[src/mult_consts.svh]
`ifndef MULT_CONSTS_SVH
`define MULT_CONSTS_SVH

// ####################
// datapath widths
// ####################

`define MULT_OP_W       16
`define MULT_PROD_W     32

// ####################
// pipeline shape
// ####################

// rows beyond the first two are spread evenly over the reduction stages.
`define MULT_STAGE_ROWS 7
`define MULT_NUM_STAGES ((`MULT_OP_W - 2) / `MULT_STAGE_ROWS)

// producer register plus one register per reduction stage.
`define MULT_LATENCY    (`MULT_NUM_STAGES + 1)

`endif
[src/mult_pkg.sv]
`include "mult_consts.svh"

package mult_pkg;

    typedef logic [`MULT_OP_W-1:0]   operand_t;   // unsigned operand.
    typedef logic [`MULT_PROD_W-1:0] product_t;   // product or one carry-save vector.

    // ####################
    // partial products
    // ####################

    // AND of the whole multiplicand with one multiplier bit, moved to its column.
    function automatic product_t pp_row(
        input operand_t    x,
        input logic        y_bit,
        input int unsigned shift
    );
        product_t row;
        row = product_t'(x & {`MULT_OP_W{y_bit}});
        return row << shift;
    endfunction

endpackage

[src/csa_stage_if.sv]
`timescale 1ns/1ps

interface csa_stage_if import mult_pkg::*; ();

    logic     valid;       // slot holds a live item.
    operand_t x_op;        // multiplicand carried down the chain.
    operand_t y_op;        // multiplier bits still to be used.
    product_t sum_vec;
    product_t carry_vec;   // already aligned to its column.

    modport producer (
        output valid,
        output x_op,
        output y_op,
        output sum_vec,
        output carry_vec
    );

    modport consumer (
        input valid,
        input x_op,
        input y_op,
        input sum_vec,
        input carry_vec
    );

endinterface

[src/csa_multiplier.sv]
`timescale 1ns/1ps
`include "mult_consts.svh"

module csa_multiplier import mult_pkg::*; (
    input  logic     clk,
    input  logic     rst_n,
    input  logic     in_valid,
    input  operand_t x,
    input  operand_t y,
    output logic     out_valid,
    output product_t product
);

    localparam int NUM_STAGES = `MULT_NUM_STAGES;

    // one slot after the producer and one after each reduction stage.
    csa_stage_if stage_if [NUM_STAGES+1] ();

    // ####################
    // pipeline chain
    // ####################

    pp_generator u_pp_gen (
        .clk      (clk),
        .rst_n    (rst_n),
        .in_valid (in_valid),
        .x        (x),
        .y        (y),
        .slot     (stage_if[0])
    );

    for (genvar s = 0; s < NUM_STAGES; s++) begin : g_stage
        csa_reduce_stage #(
            .FIRST_ROW (2 + s * `MULT_STAGE_ROWS)
        ) u_stage (
            .clk   (clk),
            .rst_n (rst_n),
            .up    (stage_if[s]),
            .down  (stage_if[s+1])
        );
    end

    carry_prop_adder u_cpa (
        .clk       (clk),
        .rst_n     (rst_n),
        .slot      (stage_if[NUM_STAGES]),
        .out_valid (out_valid),
        .product   (product)
    );

endmodule

[src/carry_prop_adder.sv]
`timescale 1ns/1ps
`include "mult_consts.svh"

module carry_prop_adder import mult_pkg::*; (
    input  logic          clk,
    input  logic          rst_n,
    csa_stage_if.consumer slot,
    output logic          out_valid,
    output product_t      product
);

    localparam int W = `MULT_PROD_W;

    logic     [W:0] ripple;
    product_t       half_sum;
    product_t       sum_bits;

    // ####################
    // ripple adder
    // ####################

    always_comb begin
        ripple[0] = 1'b0;
        for (int i = 0; i < W; i++) begin
            half_sum[i]  = slot.sum_vec[i] ^ slot.carry_vec[i];
            sum_bits[i]  = half_sum[i] ^ ripple[i];
            ripple[i+1]  = (slot.sum_vec[i] & slot.carry_vec[i]) | (half_sum[i] & ripple[i]);
        end
    end

    // ####################
    // output register
    // ####################

    always_ff @(posedge clk) begin
        if (!rst_n) begin
            out_valid <= 1'b0;
            product   <= '0;
        end else begin
            out_valid <= slot.valid;
            if (slot.valid) begin
                product <= sum_bits;   // holds the last result while idle.
            end
        end
    end

    // a full 16x16 product always fits, so the top carry must stay clear.
    a_no_carry_out : assert property (
        @(posedge clk) disable iff (!rst_n)
        slot.valid |-> !ripple[W]
    ) else $error("carry_prop_adder: carry out of the top product bit");

endmodule

[src/csa_reduce_stage.sv]
`timescale 1ns/1ps
`include "mult_consts.svh"

module csa_reduce_stage import mult_pkg::*; #(
    parameter int FIRST_ROW = 2
) (
    input  logic          clk,
    input  logic          rst_n,
    csa_stage_if.consumer up,
    csa_stage_if.producer down
);

    localparam int ROWS = `MULT_STAGE_ROWS;
    localparam int MSB  = `MULT_PROD_W - 1;

    product_t            sum_chain   [ROWS+1];
    product_t            carry_chain [ROWS+1];
    product_t            pp          [ROWS];
    product_t            maj         [ROWS];
    logic     [ROWS-1:0] lost_carry;

    if (FIRST_ROW + ROWS > `MULT_OP_W) begin : g_bad_range
        $error("csa_reduce_stage: rows run past the multiplier width");
    end

    assign sum_chain[0]   = up.sum_vec;
    assign carry_chain[0] = up.carry_vec;

    // ####################
    // 3:2 compressor rows
    // ####################

    // one full-adder row per partial product, all columns at once.
    for (genvar r = 0; r < ROWS; r++) begin : g_row
        assign pp[r] = pp_row(up.x_op, up.y_op[FIRST_ROW + r], FIRST_ROW + r);

        assign maj[r] = (sum_chain[r] & carry_chain[r])
                      | (sum_chain[r] & pp[r])
                      | (carry_chain[r] & pp[r]);   // column carries.

        assign sum_chain[r+1]   = sum_chain[r] ^ carry_chain[r] ^ pp[r];
        assign carry_chain[r+1] = maj[r] << 1;      // carries move up one column.
        assign lost_carry[r]    = maj[r][MSB];
    end

    // ####################
    // stage register
    // ####################

    always_ff @(posedge clk) begin
        if (!rst_n) begin
            down.valid <= 1'b0;
        end else begin
            down.valid <= up.valid;
        end
    end

    always_ff @(posedge clk) begin
        if (up.valid) begin
            down.x_op      <= up.x_op;
            down.y_op      <= up.y_op;
            down.sum_vec   <= sum_chain[ROWS];
            down.carry_vec <= carry_chain[ROWS];
        end
    end

    // the pair must stay within the product width through every row of the chain.
    a_no_lost_carry : assert property (
        @(posedge clk) disable iff (!rst_n)
        up.valid |-> (lost_carry == '0)
    ) else $error("csa_reduce_stage: carry dropped past the product width");

endmodule

[src/pp_generator.sv]
`timescale 1ns/1ps

module pp_generator import mult_pkg::*; (
    input  logic          clk,
    input  logic          rst_n,
    input  logic          in_valid,
    input  operand_t      x,
    input  operand_t      y,
    csa_stage_if.producer slot
);

    product_t row0;
    product_t row1;

    // ####################
    // first two rows
    // ####################

    // two rows already form a carry-save pair, so no adder is needed here.
    assign row0 = pp_row(x, y[0], 0);
    assign row1 = pp_row(x, y[1], 1);

    always_ff @(posedge clk) begin
        if (!rst_n) begin
            slot.valid <= 1'b0;
        end else begin
            slot.valid <= in_valid;
        end
    end

    // operands are only taken on a live input. idle cycles leave the slot unchanged.
    always_ff @(posedge clk) begin
        if (in_valid) begin
            slot.x_op      <= x;
            slot.y_op      <= y;
            slot.sum_vec   <= row0;
            slot.carry_vec <= row1;
        end
    end

    // in_valid comes from outside the design and must be driven once out of reset.
    a_valid_known : assert property (
        @(posedge clk) rst_n |-> !$isunknown(slot.valid)
    ) else $error("pp_generator: slot valid is unknown after reset");

endmodule

[config.mk]
export PLATFORM = sky130hd
export DESIGN_NAME = csa_multiplier
export DESIGN_NICKNAME = d
export VERILOG_FILES = /design/src/mult_pkg.sv /design/src/csa_stage_if.sv /design/src/csa_multiplier.sv /design/src/carry_prop_adder.sv /design/src/csa_reduce_stage.sv /design/src/pp_generator.sv
export VERILOG_INCLUDE_DIRS = /design/src
export SDC_FILE = /design/constraint.sdc
export NUM_CORES = 1
export LEC_CHECK = 0
export BUFFER_PORTS_ARGS = -buffer_cell sky130_fd_sc_hd__buf_2
export CORE_MARGIN = 2
export CORE_UTILIZATION = 50
export CTS_CLUSTER_DIAMETER = 40
export DETAILED_ROUTE_END_ITERATION = 10
export PLACE_DENSITY = 0.67
export SLEW_MARGIN = 20
export SYNTH_ARGS = -nofsm -noshare
export SYNTH_HDL_FRONTEND = slang
export SYNTH_SLANG_ARGS = --single-unit
[constraint.sdc]
create_clock -name clk -period 12.4 [get_ports clk]
set_clock_uncertainty 0.05 [all_clocks]
set_input_delay 1.86 -clock clk [delete_from_list [all_inputs] [get_ports clk]]
set_output_delay 1.86 -clock clk [all_outputs]
set_load 0.01 [all_outputs]
# Word-level counts from Yosys, hierarchy flattened

Cells that the tools add are included.

Bits of input ports: 35
Register bits after elaboration: 258
Word-level logic and storage cells: 278
Output and inout bits: 33

Bitwise gates (word level): 263

Operators with widths:

| kind                  | count |
|---|---|
| AND 31 bit            | 39 |
| OR 31 bit             | 28 |
| XOR 32 bit            | 15 |
| AND 16 bit            | 16 |
| XOR 1 bit             | 61 |
| AND 1 bit             | 59 |
| XOR 32 x 18 -> 32 bit | 1 |
| XOR 32 x 19 -> 32 bit | 1 |
| XOR 32 x 20 -> 32 bit | 1 |
| XOR 32 x 21 -> 32 bit | 1 |
| XOR 32 x 22 -> 32 bit | 1 |
| XOR 32 x 23 -> 32 bit | 1 |
| XOR 32 x 25 -> 32 bit | 1 |
| XOR 32 x 26 -> 32 bit | 1 |
| XOR 32 x 27 -> 32 bit | 1 |
| XOR 32 x 28 -> 32 bit | 1 |
| XOR 32 x 29 -> 32 bit | 1 |
| XOR 32 x 30 -> 32 bit | 1 |
| OR 1 bit              | 29 |
| AND 16 x 18 -> 18 bit | 1 |
| AND 17 x 18 -> 18 bit | 1 |
| AND 16 x 17 -> 17 bit | 1 |
| XOR 16 x 17 -> 17 bit | 1 |

# Depth between registers and ports, before layout

Word-level depth: 60
Depth in mapped cells: 19
Gate-level depth less buffers: 19

# Cells and area by module

A second synthesis with hierarchy kept.

Cell total of the unflattened synthesis: 1,254
Area total of the unflattened synthesis: 18,240.0 um^2

By module, submodules not included:

| module           | times used | cells each | area an instance (um^2) | seq. area each (um^2) |
|---|---|---|---|---|
| csa_reduce_stage | 2          | 491        | 6,951.7                 | 2,692.6 |
| pp_generator     | 1          | 133        | 2,427.3                 | 1,941.9 |
| carry_prop_adder | 1          | 139        | 1,909.3                 | 660.6 |

# Least setup slack after synthesis

Ideal clock, no wire load.

Kind: flip-flop to flip-flop
Start: register g_stage[1].u_stage.down.carry_vec[15]
End: register u_cpa.product[30]
Data arrival time: 6.480 ns
Buffers on the path: 0
Setup time: 0.058 ns
Clock period less this slack: 6.588 ns
Setup slack: 5.812 ns
Cell stages (with the launch flop): 20
Data required time: 12.292 ns
Path through: edfxtp_1 > ha_1 > fa_1 > fa_1 > fa_1 > fa_1 > fa_1 > fa_1 > fa_1 > fa_1 > fa_1 > fa_1 > fa_1 > fa_1 > fa_1 > fa_1 > inv_1 > fa_1 > nand2_1 > o211a_1

Cells in the longest elaborated chain, start to end: 32
Elaborated cells on any way between the ends: 33
Classes of those cells: bitwise: 33

Ends and longest elaborated chain:

| item                   | RTL line               | RTL |
|---|---|---|
| start, declared        | csa_stage_if.sv:16     | `output carry_vec` |
| start signal, assigned | csa_reduce_stage.sv:63 | `down.carry_vec <= carry_chain[ROWS];` |
| XOR 1 bit              | carry_prop_adder.sv:25 | `half_sum[i] = slot.sum_vec[i] ^ slot.carry_vec[i];` |
| AND 1 bit              | carry_prop_adder.sv:27 | `ripple[i+1] = (slot.sum_vec[i] & slot.carry_vec[i]) \| (half_sum[i] & ripple[i]);` |
| OR 1 bit (*)           | carry_prop_adder.sv:27 |  |
| AND 1 bit (*)          | carry_prop_adder.sv:27 |  |
| OR 1 bit (*)           | carry_prop_adder.sv:27 |  |
| AND 1 bit (*)          | carry_prop_adder.sv:27 |  |
| OR 1 bit (*)           | carry_prop_adder.sv:27 |  |
| AND 1 bit (*)          | carry_prop_adder.sv:27 |  |
| (+16 left out)         | --                     |  |
| OR 1 bit (*)           | carry_prop_adder.sv:27 |  |
| AND 1 bit (*)          | carry_prop_adder.sv:27 |  |
| OR 1 bit (*)           | carry_prop_adder.sv:27 |  |
| AND 1 bit (*)          | carry_prop_adder.sv:27 |  |
| OR 1 bit (*)           | carry_prop_adder.sv:27 |  |
| AND 1 bit (*)          | carry_prop_adder.sv:27 |  |
| OR 1 bit (*)           | carry_prop_adder.sv:27 |  |
| XOR 1 bit (*)          | carry_prop_adder.sv:26 | `sum_bits[i] = half_sum[i] ^ ripple[i];` |
| end signal, assigned   | carry_prop_adder.sv:42 | `product <= sum_bits;` |
| end, declared          | carry_prop_adder.sv:9  | `output product_t product` |

Mark *: on every way between the ends. The rest lies on a longest branch, timed or not.
A chain may end at the register's enable or synchronous reset.

# Worst setup path after layout

Same ends and word-level chain as after synthesis.

==> results.sh <==
export IMPL_ir_drop_uv=180
export IMPL_path_cells="ha_1 > fa_1 > fa_1 > fa_1 > fa_1 > fa_1 > fa_1 > fa_1 > fa_1 > fa_1 > fa_1 > fa_1 > fa_1 > fa_1 > fa_1 > inv_1 > fa_1 > nand2_1 > o211a_1"
export IMPL_seq_area_frac_synth_pct=44.9
export IMPL_ant_nets=0
export IMPL_io_buffers=67
export IMPL_grt_pass1_wl_um=33800
export IMPL_antenna_cells=0
export IMPL_ys_ff_latch=208
export IMPL_cap_viol_max_count=0
export IMPL_pin_count=68
export IMPL_clock_sinks=208
export IMPL_cp_data_required_time_ns=12.78
export IMPL_grt_overflow_total=0
export IMPL_layout_nets=1315
export IMPL_cts_made_buffers=34
export IMPL_die_area_um2=27500
export IMPL_hold_path_class="reg2reg"
export IMPL_postCtsSetupBuffers=0
export IMPL_routed_wl_um=19000
export IMPL_root_buffer="clkbuf_16"
export IMPL_min_period_over_period_pct=55.3
export IMPL_syn_inst=958
export IMPL_worst_path_buf_inv=1
export IMPL_slew_headroom_pct=34.1
export IMPL_synthArstFlopShare_pct=0
export IMPL_crit_fanout=1
export IMPL_crit_path_end_kind="flop"
export IMPL_antenna_found_initial=0
export IMPL_drc=0
export IMPL_synth_edff_count=172
export IMPL_clkSlewWorstSetupHoldPaths_ns=0.05
export IMPL_max_slew_worst_pin_slew_ns=0.989
export IMPL_grt_max_degree=64
export IMPL_max_stage_delay_ns=0.40
export IMPL_worstSetupStartpointType="flop"
export IMPL_p_per_area_nw_per_um2=288
export IMPL_routed_via_density=4.66
export IMPL_synth_area_leaders="edfxtp_1, fa_1, dfxtp_1"
export IMPL_synth_area_per_cell_um2=13.7
export IMPL_worstSetupPathType="reg2reg"
export IMPL_yosysMostFrequentCell="fa_1"
export IMPL_fin_crit_ns=6.86
export IMPL_ys_types=14
export IMPL_cts_hold_buf=0
export IMPL_rows=59
export IMPL_areaGrowthSynthToFinish_pct=13.1
export IMPL_cts_resized=0
export IMPL_crit_cells=19
export IMPL_run_status="completed"
export IMPL_synth_top_family_by_area="adder cells"
export IMPL_synth_area_mux_share_pct=2.29
export IMPL_fmax_ghz=0.146
export IMPL_grt_pass1_vias=7060
export IMPL_synth_main_ff_cell="edfxtp_1"
export IMPL_vias=6518
export IMPL_die_x_um=166
export IMPL_critPathTopFamily="adder cells"
export IMPL_first_pass_iters=4
export IMPL_final_layout_size_suffix_gt1_share_pct=12.2
export IMPL_slew_violations=0
export IMPL_path_common_cell="fa_1"
export IMPL_synth_area_um2=13100
export IMPL_initial_core_util_pct=50.6
export IMPL_final_setup_tns_ns=0
export IMPL_yosysTopAreaCellShare_pct=39.4
export IMPL_synth_adder_area_share_pct=35.7
export IMPL_grtUsageTotal_pct=14.7
export IMPL_synth_compound_area_share_pct=0.153
export IMPL_cts_tree="yes"
export IMPL_fp_dieH_um=166
export IMPL_power_leakage_nw=6.12
export IMPL_first_iter_violations=208
export IMPL_clk_latency_ns=0.49
export IMPL_reg2reg_depth=19
export IMPL_synth_xor_area_share_pct=0
export IMPL_dpl_hpwl_um=14800
export IMPL_setup_viol=0
export IMPL_rsz0062_at_grt="no"
export IMPL_post_place_ws_ns=5.54
export IMPL_yosys_top_cells_count="fa_1, edfxtp_1, inv_1"
export IMPL_synth_largest_area_cell="edfxtp_1"
export IMPL_cp_slowest_cell="fa_1"
export IMPL_wl_per_cell_um=13.5
export IMPL_setup_ws_ns=5.54
export IMPL_yosysWarnings=0
export IMPL_crit_arrival_ns=7.24
export IMPL_syn_nets=1233
export IMPL_htree_levels=2
export IMPL_clockBufferDepth=3
export IMPL_finalHoldViolations=0
export IMPL_place_gp_congestion=0.725
export IMPL_core_region_area_um2=25900
export IMPL_yosys_area_share_simple_pct=11.1
export IMPL_whs_path_depth=0
[power by group]
group          leakage, nW  switching, W  internal (W)  total (W)
Combinational         3.66       0.00118      0.000997    0.00218
Sequential            1.93     0.0000806       0.00113    0.00121
Clock                0.528      0.000337      0.000551   0.000887
Total                 6.12       0.00160       0.00267    0.00427
[per-stage QoR]
| step | std cells | area, um^2 | hold slack (ns) | util [%] | power [W] |
|---|---|---|---|---|---|
| after floorplan | 958 | 13100 | 0.350 | - | 0.00283 |
| after global placement | 1339 | 13700 | 0.354 | 53.0 | 0.00332 |
| after detailed placement | 1339 | 13700 | 0.355 | 53.0 | 0.00343 |
| after CTS | 1400 | 14800 | 0.361 | 57.2 | 0.00434 |
| after global routing | 1400 | 14800 | 0.364 | 57.2 | 0.00478 |
| final | 1400 | 14800 | 0.361 | 57.2 | 0.00427 |
[kinds of logic (layout without fill, tap and decap cells)]
logic type               Yosys count  in the layout
AO/OA/AOI/OAI                      2              2
multiplexers                      30             30
AND/OR/NAND/NOR                  292            292
flip-flops                       208            208
buffers and inverters            186            293
adder cells (fa/ha/maj)          240            240
[registers in the layout, summed over array words and instances, names as in the netlist]
name                            count
g_stage.u_stage.down.carry_vec     32
u_pp_gen.slot.valid                 1
u_pp_gen.slot.carry_vec            16
u_pp_gen.slot.x_op                 16
g_stage.u_stage.down.y_op           7
g_stage.u_stage.down.sum_vec       55
g_stage.u_stage.down.x_op          16
u_pp_gen.slot.y_op                 14
u_cpa.out_valid                     1
u_cpa.product                      32
u_pp_gen.slot.sum_vec              16
g_stage.u_stage.down.valid          2
[cell type report]
cell class | instances | area, um^2
Fill cell | 2033 | 11100
Multi-Input combinational cell | 564 | 6460
Sequential cell | 208 | 5890
Clock buffer | 38 | 887
Inverter | 163 | 612
Tap cell | 335 | 419
Timing Repair Buffer | 69 | 350
Clock inverter | 23 | 209
[cells in the final DEF, fill, tap and decap left out]
cell type,instances
and2_1,112
clkinv_2,4
bufinv_16,1
clkbuf_1,3
fa_1,224
clkinv_4,3
nor2b_1,30
mux2i_1,30
buf_2,67
dfxtp_4,1
buf_4,2
dfxtp_1,33
inv_1,163
o211a_1,2
inv_6,7
clkbuf_16,35
inv_8,3
nand2_1,150
edfxtp_1,172
clkinvlp_4,5
dfxtp_2,2
ha_1,16
[path summary, 6_finish.rpt]
kind                                                                 startpoint                                            to  slack [ns]
worst min-delay path               g_stage[0].u_stage.down.sum_vec[3]$_DFFE_PP_  g_stage[1].u_stage.down.sum_vec[3]$_DFFE_PP_        0.36
worst min register to register     g_stage[0].u_stage.down.sum_vec[3]$_DFFE_PP_  g_stage[1].u_stage.down.sum_vec[3]$_DFFE_PP_        0.36
worst max register to register  g_stage[1].u_stage.down.carry_vec[15]$_DFFE_PP_                u_cpa.product[30]$_SDFFE_PN0P_        5.54
worst max-delay path            g_stage[1].u_stage.down.carry_vec[15]$_DFFE_PP_                u_cpa.product[30]$_SDFFE_PN0P_        5.54
[routing by layer]
layer  track usage (%)  vias to the layer above  wire (um)
li1                  -                     3114          -
met1              20.5                     3278       8790
met2              23.6                       98       9070
met3              2.55                       28        651
met4              4.91                        0        451
met5                 0                        -          0
Note: power is estimated with default switching activity, not from simulation.
